[src/common/rf_cfg.svh]
`ifndef RF_CFG_SVH
`define RF_CFG_SVH

// width of one general register
`define RF_DATA_W 32

// number of general registers
`define RF_REG_COUNT 32

// destination of jal
`define RF_LINK_REG 31

// result register, exported continuously
`define RF_V0_REG 2

`endif

[src/common/rf_pkg.sv]
package rf_pkg;

	// index into the general register file
	typedef logic [4:0] reg_addr_t;

	// primary opcodes of the unaligned loads
	localparam logic [5:0] OP_LWL = 6'b100010;
	localparam logic [5:0] OP_LWR = 6'b100110;

	// register format, used by arithmetic and jalr
	typedef struct packed {
		logic [5:0] opcode;
		reg_addr_t  rs;
		reg_addr_t  rt;
		reg_addr_t  rd;
		logic [4:0] shamt;
		logic [5:0] funct;
	} r_format_t;

	// immediate format, used by loads and branches
	typedef struct packed {
		logic [5:0]  opcode;
		reg_addr_t   rs;
		reg_addr_t   rt;
		logic [15:0] imm;
	} i_format_t;

	// the same 32-bit word seen through either format
	typedef union packed {
		r_format_t r;
		i_format_t i;
	} instr_word_u;

endpackage

[src/instr_decode.sv]
`timescale 1ns/1ps
`include "rf_cfg.svh"

module instr_decode (
	input  rf_pkg::instr_word_u   instruction,
	input  logic [`RF_DATA_W-1:0] mem_data,
	input  logic [`RF_DATA_W-1:0] link_addr,
	input  logic                  reg_dst,
	input  logic                  link,
	input  logic                  jalr,
	input  logic                  w_en,
	input  logic                  valid_write,
	input  logic                  active,
	input  logic                  valid_read,
	output rf_pkg::reg_addr_t     rd_addr1,
	output rf_pkg::reg_addr_t     rd_addr2,
	output rf_pkg::reg_addr_t     wr_addr,
	output logic [`RF_DATA_W-1:0] wr_data,
	output logic                  merge_en,
	output logic                  wr_fire,
	output logic                  rd_fire
);

	rf_pkg::reg_addr_t field_rs;
	rf_pkg::reg_addr_t field_rt;
	rf_pkg::reg_addr_t field_rd;
	rf_pkg::reg_addr_t dest_sel;
	logic [5:0]        opcode;
	logic              to_link_reg;

	// operand fields, rd only exists in the R view
	assign field_rs = instruction.i.rs;
	assign field_rt = instruction.i.rt;
	assign field_rd = instruction.r.rd;
	assign opcode   = instruction.i.opcode;

	// both source operands come straight from the instruction
	assign rd_addr1 = field_rs;
	assign rd_addr2 = field_rt;

	// jal writes the fixed link register, jalr writes rd like any R-type
	assign to_link_reg = link && !jalr;

	always_comb begin
		if (reg_dst) begin
			dest_sel = field_rd;
		end else begin
			dest_sel = field_rt;
		end
	end

	always_comb begin
		if (to_link_reg) begin
			wr_addr = rf_pkg::reg_addr_t'(`RF_LINK_REG);
		end else begin
			wr_addr = dest_sel;
		end
	end

	// link address for jal and jalr, load data otherwise
	always_comb begin
		if (link) begin
			wr_data = link_addr;
		end else begin
			wr_data = mem_data;
		end
	end

	// lwl and lwr merge into the old register contents
	assign merge_en = (opcode == rf_pkg::OP_LWL) || (opcode == rf_pkg::OP_LWR);

	// a write in the same cycle suppresses the read
	assign wr_fire = w_en && valid_write;
	assign rd_fire = active && valid_read && !wr_fire;

endmodule

[src/regfile/reg_array.sv]
`timescale 1ns/1ps
`include "rf_cfg.svh"

module reg_array (
	input  logic                  clk,
	input  logic                  reset,
	input  logic                  wr_fire,
	input  logic                  merge_en,
	input  rf_pkg::reg_addr_t     wr_addr,
	input  logic [`RF_DATA_W-1:0] wr_data,
	input  logic [3:0]            byte_en,
	input  rf_pkg::reg_addr_t     rd_addr1,
	input  rf_pkg::reg_addr_t     rd_addr2,
	output logic [`RF_DATA_W-1:0] rd_data1,
	output logic [`RF_DATA_W-1:0] rd_data2,
	output logic [`RF_DATA_W-1:0] v0_data
);

	logic [`RF_DATA_W-1:0] regs [`RF_REG_COUNT];
	logic [`RF_DATA_W-1:0] old_word;
	logic [`RF_DATA_W-1:0] merged_word;
	logic [`RF_DATA_W-1:0] next_word;
	logic                  wr_zero;
	logic                  wr_commit;

	// byte-lane merge for the unaligned loads
	// upper patterns put the low data bytes at the top of the word
	// lower patterns replace the low bytes in place
	function automatic logic [`RF_DATA_W-1:0] merge_bytes(
		input logic [`RF_DATA_W-1:0] old_val,
		input logic [`RF_DATA_W-1:0] data,
		input logic [3:0]            lanes
	);
		logic [`RF_DATA_W-1:0] result;
		begin
			case (lanes)
				4'b1000: begin
					result = {data[7:0], old_val[23:0]};
				end
				4'b1100: begin
					result = {data[15:0], old_val[15:0]};
				end
				4'b1110: begin
					result = {data[23:0], old_val[7:0]};
				end
				4'b0001: begin
					result = {old_val[31:8], data[7:0]};
				end
				4'b0011: begin
					result = {old_val[31:16], data[15:0]};
				end
				4'b0111: begin
					result = {old_val[31:24], data[23:0]};
				end
				4'b1111: begin
					result = data;
				end
				default: begin
					// unlisted pattern keeps the register as it was
					result = old_val;
				end
			endcase
			merge_bytes = result;
		end
	endfunction

	assign old_word    = regs[wr_addr];
	assign merged_word = merge_bytes(old_word, wr_data, byte_en);

	always_comb begin
		if (merge_en) begin
			next_word = merged_word;
		end else begin
			next_word = wr_data;
		end
	end

	// r0 is never written and stays zero from reset
	assign wr_zero   = (wr_addr == '0);
	assign wr_commit = wr_fire && !wr_zero;

	always_ff @(posedge clk) begin
		if (reset) begin
			for (int idx = 0; idx < `RF_REG_COUNT; idx++) begin
				regs[idx] <= '0;
			end
		end else if (wr_commit) begin
			regs[wr_addr] <= next_word;
		end
	end

	// combinational read ports see new data the cycle after a write
	assign rd_data1 = regs[rd_addr1];
	assign rd_data2 = regs[rd_addr2];

	assign v0_data = regs[`RF_V0_REG];

endmodule

[src/operand_read.sv]
`timescale 1ns/1ps
`include "rf_cfg.svh"

module operand_read (
	input  logic                  clk,
	input  logic                  reset,
	input  logic                  wr_fire,
	input  logic                  rd_fire,
	input  logic [`RF_DATA_W-1:0] rd_data1,
	input  logic [`RF_DATA_W-1:0] rd_data2,
	output logic [`RF_DATA_W-1:0] read_data1,
	output logic [`RF_DATA_W-1:0] read_data2,
	output logic                  v_read,
	output logic                  end_instr_reg
);

	// operand capture, held between reads
	always_ff @(posedge clk) begin
		if (reset) begin
			read_data1 <= '0;
			read_data2 <= '0;
		end else if (rd_fire) begin
			read_data1 <= rd_data1;
			read_data2 <= rd_data2;
		end
	end

	// one-cycle pulse after each accepted read
	always_ff @(posedge clk) begin
		if (reset) begin
			v_read <= 1'b0;
		end else begin
			v_read <= rd_fire;
		end
	end

	// tells the PC the instruction is done
	// a write finishes it, a read starts the operand phase
	always_ff @(posedge clk) begin
		if (reset) begin
			end_instr_reg <= 1'b1;
		end else if (wr_fire) begin
			end_instr_reg <= 1'b1;
		end else if (rd_fire) begin
			end_instr_reg <= 1'b0;
		end
	end

endmodule

[src/regfile_top.sv]
`timescale 1ns/1ps
`include "rf_cfg.svh"

module regfile_top (
	input  logic                  clk,
	input  logic                  reset,
	input  rf_pkg::instr_word_u   instruction,
	input  logic [`RF_DATA_W-1:0] mem_data,
	input  logic [`RF_DATA_W-1:0] link_addr,
	input  logic [3:0]            byte_en,
	input  logic                  reg_dst,
	input  logic                  link,
	input  logic                  jalr,
	input  logic                  w_en,
	input  logic                  valid_write,
	input  logic                  active,
	input  logic                  valid_read,
	output logic [`RF_DATA_W-1:0] read_data1,
	output logic [`RF_DATA_W-1:0] read_data2,
	output logic [`RF_DATA_W-1:0] register_v0,
	output logic                  v_read,
	output logic                  end_instr_reg
);

	rf_pkg::reg_addr_t     rd_addr1;
	rf_pkg::reg_addr_t     rd_addr2;
	rf_pkg::reg_addr_t     wr_addr;
	logic [`RF_DATA_W-1:0] wr_data;
	logic [`RF_DATA_W-1:0] rd_data1;
	logic [`RF_DATA_W-1:0] rd_data2;
	logic                  merge_en;
	logic                  wr_fire;
	logic                  rd_fire;

	instr_decode u_instr_decode (
		.instruction (instruction),
		.mem_data    (mem_data),
		.link_addr   (link_addr),
		.reg_dst     (reg_dst),
		.link        (link),
		.jalr        (jalr),
		.w_en        (w_en),
		.valid_write (valid_write),
		.active      (active),
		.valid_read  (valid_read),
		.rd_addr1    (rd_addr1),
		.rd_addr2    (rd_addr2),
		.wr_addr     (wr_addr),
		.wr_data     (wr_data),
		.merge_en    (merge_en),
		.wr_fire     (wr_fire),
		.rd_fire     (rd_fire)
	);

	reg_array u_reg_array (
		.clk      (clk),
		.reset    (reset),
		.wr_fire  (wr_fire),
		.merge_en (merge_en),
		.wr_addr  (wr_addr),
		.wr_data  (wr_data),
		.byte_en  (byte_en),
		.rd_addr1 (rd_addr1),
		.rd_addr2 (rd_addr2),
		.rd_data1 (rd_data1),
		.rd_data2 (rd_data2),
		.v0_data  (register_v0)
	);

	operand_read u_operand_read (
		.clk           (clk),
		.reset         (reset),
		.wr_fire       (wr_fire),
		.rd_fire       (rd_fire),
		.rd_data1      (rd_data1),
		.rd_data2      (rd_data2),
		.read_data1    (read_data1),
		.read_data2    (read_data2),
		.v_read        (v_read),
		.end_instr_reg (end_instr_reg)
	);

endmodule

[config.mk]
export PLATFORM = sky130hd
export DESIGN_NAME = regfile_top
export DESIGN_NICKNAME = d
export VERILOG_FILES = /design/src/common/rf_pkg.sv /design/src/instr_decode.sv /design/src/regfile/reg_array.sv /design/src/operand_read.sv /design/src/regfile_top.sv
export VERILOG_INCLUDE_DIRS = /design/src /design/src/common
export SDC_FILE = /design/constraint.sdc
export NUM_CORES = 2
export LEC_CHECK = 0
export BUFFER_PORTS_ARGS = -buffer_cell sky130_fd_sc_hd__buf_4
export CAP_MARGIN = 20
export CORE_MARGIN = 2
export CORE_UTILIZATION = 45
export CTS_BUF_LIST = sky130_fd_sc_hd__clkbuf_4
export CTS_CLUSTER_SIZE = 14
export DETAILED_ROUTE_END_ITERATION = 8
export PLACE_DENSITY = 0.68
export SLEW_MARGIN = 15
export SYNTH_ARGS = -nofsm -noshare
export SYNTH_HDL_FRONTEND = slang
export SYNTH_SLANG_ARGS = --single-unit
[constraint.sdc]
create_clock -name clk -period 2.4 [get_ports clk]
set_input_delay 0.12 -clock clk [delete_from_list [all_inputs] [get_ports clk]]
set_output_delay 0.12 -clock clk [all_outputs]
set_load 0.03 [all_outputs]
==> results.txt <==
----------------------------------------------------
[Run status]
  Outcome ... complete, but fails checks
  Violated checks ... setup timing

[Logic synthesis]
  Syn Std Cell Area ... 60900 um2
  Avg Cell Area, Syn ... 14.0 um2
  Async set-reset flop share out of synthesis ... 0%
  Gate count after technology mapping ... 4359
  Number of unique standard cell types used by synthesis ... 73
  Synthesis warning total ... 0
  Number of flops mapped to enable cells by yosys ... approximately 1000
  Top flip-flop cell by instance count after synthesis ... edfxtp_1
  Sequential-to-total area share from yosys stat ... 52.7%
  Post-synthesis register bit count ... 1090

[Global route]
  Pin count of the biggest net entering global routing ... 93
  Global-route usage over all layers ... between 30% and 40%
  Global route hottest layer ... met2
  Number of antenna violations at the first check in global routing ... 12
  Met1 track utilization from global routing ... 41.9%
  M2 GR Usage ... 50.2%
  Global route total overflow ... 0
  Global-route wire length before repair ... 328000 um
  Number of global-route vias before repair ... 48400
  GR met3 Demand/Resource ... 9.41%

[Place]
  Port Buffer Count ... 194
  Post-DP HPWL ... 156000 um
  Worst slack, placed ... -0.480 ns
  Total placed instance area ... 69200 um2
  Last weighted congestion value of the routability-driven placer ... between 1 and 1.5

[Die]
  Area of the die ... 138000 um2
  Die X-Extent ... between 300 and 400 um
  Core ar. ... 134000 um2
  Vert. Die Dim ... ~370 um
  Starting density of the core ... 45.5%
  Num rows ... 134
  Boundary pin count ... 207

[Finish]
  Register with the most flip-flops ... u_reg_array.regs
  Biggest registers after layout ... u_reg_array.regs: 1024 flops, u_operand_read.read_data1: 32 flops, u_operand_read.read_data2: 32 flops
  Net total in the final layout ... 5188
  Number of flip-flops in the largest register ... 1024
  Fraction of layout cells with a size suffix above 1 ... about two fifths
  Commonest non-fill, non-tap cell in the layout ... edfxtp_1
  Final design instance area without fill ... 74500 um2
  Leading cell types in the layout, fill and taps excluded ... edfxtp_1, buf_4, clkbuf_4
  Area growth syn-to-layout ... 22.5%

[Timing]
  Final-report max-slew violation count ... 0
  Number of endpoints with negative hold slack in the final report ... 0
  Time the worst path needs with I/O delays and setup ... ~2.5 ns
  Transition time of the tightest slew-check pin ... 1.13 ns
  Setup-violating endpoint count in the final report ... 25
  Upper clock frequency limit ... ~400 MHz
  Setup Skew ... between 0.08 and 0.09 ns
  Share of the clock period used by the worst path after layout ... 103%
  Normalized max-slew margin ... a little under a quarter
  Slack of the critical path ... -0.0629 ns

[Setup path]
  Delay-heaviest family, CP ... buffers and inverters
  Cells along the critical path ... dlygate4sd3_1 > buf_8 > buf_12 > buf_4 > nor2_1 > nand2_1 > dlygate4sd3_1 > buf_4 > o22ai_1 > o41ai_1 > dlygate4sd3_1
  Delay of the slowest critical-path stage ... 0.60 ns
  Data arrival, critical path ... 3.67 ns
  Number of buffer and inverter stages on the critical path ... 7
  Critical path fanouts, max ... 19
  Crit-path slowest cell ... dlygate4sd3_1
  Crit Reg-Reg Startpoint ... u_reg_array.regs[20][6]
  Beginning of the critical path ... instruction[21]
  Required time of the worst setup path ... roughly 3.6 ns
  Most Frequent Cell on Critical Path ... dlygate4sd3_1
  Start-to-end type of the worst setup path ... in2reg
  Critical Path Start Type ... primary input
  Element type at the critical path end ... register

[Route]
  Via-to-Cell Ratio ... 6.93
  Remaining design rule violation count ... 0
  DRT Wirelength ... 230000 um
  1st-iter DRT viols ... 7353
  Total via count in the routed design ... between 40000 and 50000
  Routed wire per std cell ... 32.6 um
  Length of the first detailed-routing pass in iterations ... 6
  Routed Antenna Nets ... 0

[Clock tree]
  # clock sinks ... 1090
  Root buf cell ... clkbuf_4
  Number of buffers inserted during clock tree synthesis ... roughly 300
  TritonCTS clock tree ... built
  Largest buffer count on any clock path ... 4
  Clk pin slew, worst setup/hold paths ... about 0.080 ns
  Clock latency of the later-clocked register in the worst-skew pair ... roughly 1.3 ns
  Deepest level of the CTS H-tree ... 5

[Pwr]
  Worst VDD drop ... ~0.52 mV
  Cell area power density ... 630 nW/um2
  Total leakage power ... 24.1 nW

[Hold path]
  Hold path start ... link_addr[5]
  Tightest Hold Check Type ... in2reg

[Job]
  # Max-Cap Violations ... 0

----------------------------------------------------
[worst reg2reg max path: stages, from the launching register on]
cell           delay, ns
edfxtp_1            0.44
mux4_2              0.47
and2_1              0.18
a211oi_1            0.23
buf_4               0.18
o41ai_1             0.08
dlygate4sd3_1       0.58
[per-stage QoR]
stage,power (mW),cells,utilization (%),hold WS (ns),TNS (ns)
2_1_floorplan,26.6,4390,-,0.233,-26.18
3_3_place_gp,29.9,6392,51.7,0.366,-107.47
3_5_place_dp,30.0,6392,51.7,0.362,-110.74
4_1_cts,46.9,7051,55.6,0.00805,0
5_1_grt,48.3,7054,55.7,0.0272,-0.0138
6_report,47.0,7059,55.7,0.0454,-0.543
[path summary, 6_finish.rpt]
kind	endpoint	slack (ns)	depth (start not counted)
worst max-delay path	u_operand_read.read_data1[6]	-0.06	11
worst min-delay path	u_reg_array.regs[28][21]	0.05	8
worst max register to register	u_operand_read.read_data1[6]	0.15	6
worst min register to register	u_operand_read.read_data2[25]	0.46	2
[cells by family after synthesis]
family / share of synthesized area [%]
and+or+nand+nor: 14.8
AOI/OAI and AO/OA: 7.75
DFF: 52.7
buffers and inverters: 5.26
other: 0.00616
muxes: 19.5
[cell usage after synthesis (9+ instances only)]
cell type	n	area share [%]
a211oi_1	76	0.94
mux4_2	391	14
a21oi_1	15	0.12
a221oi_1	9	0.13
o21ai_0	36	0.30
buf_6	38	0.70
nor3_1	328	2.7
clkbuf_1	316	1.9
a32oi_1	15	0.22
o41ai_1	49	0.71
nand3_2	14	0.23
nand2_1	112	0.69
nor4_1	395	4.1
and2_1	25	0.26
o211ai_1	39	0.48
or3_1	11	0.11
inv_1	10	0.062
o31ai_1	87	1.1
nor2_1	39	0.24
a2111oi_0	23	0.33
nand3_1	16	0.13
nor4_2	249	5.1
o22ai_1	80	0.82
dfxtp_1	66	2.2
a31oi_1	9	0.093
nand4_1	25	0.26
buf_4	30	0.37
mux2_2	17	0.31
a22oi_1	112	1.4
nor2b_1	26	0.27
buf_2	250	2.1
o22a_1	24	0.35
buf_1	17	0.10
mux2i_1	284	4.7
edfxtp_1	1024	51
[layer usage]
metal  up-vias  share of wire (%)
met1     24400                 35
met4        12                6.3
li1      19900                  -
met3       728                 13
met5         -              0.033
met2      3867                 46
[where the power goes]
part	internal, mW	switching, mW	total [mW]
Clock	8.76	8.07	16.8
Sequential	21.8	0.675	22.5
Combinational	3.12	4.54	7.67
[layout make-up]
type,count,area (um2)
diodes,6,15.0
fillers,10700,59200
clock buffers,451,3390
well taps,1768,2210
repair buffers,1034,9730
multi-input cells,2636,26800
flip-flops and latches,1090,32100
inverters,13,53.8
clock inverters,61,297
[repair_timing]
item                        CTS  global route
hold buffers                147             0
setup buffers                 0             2
resized for setup             0            19
setup endpoints to repair     0            88
hold endpoints to repair   1608             0
(Power assumes the default switching activity.)
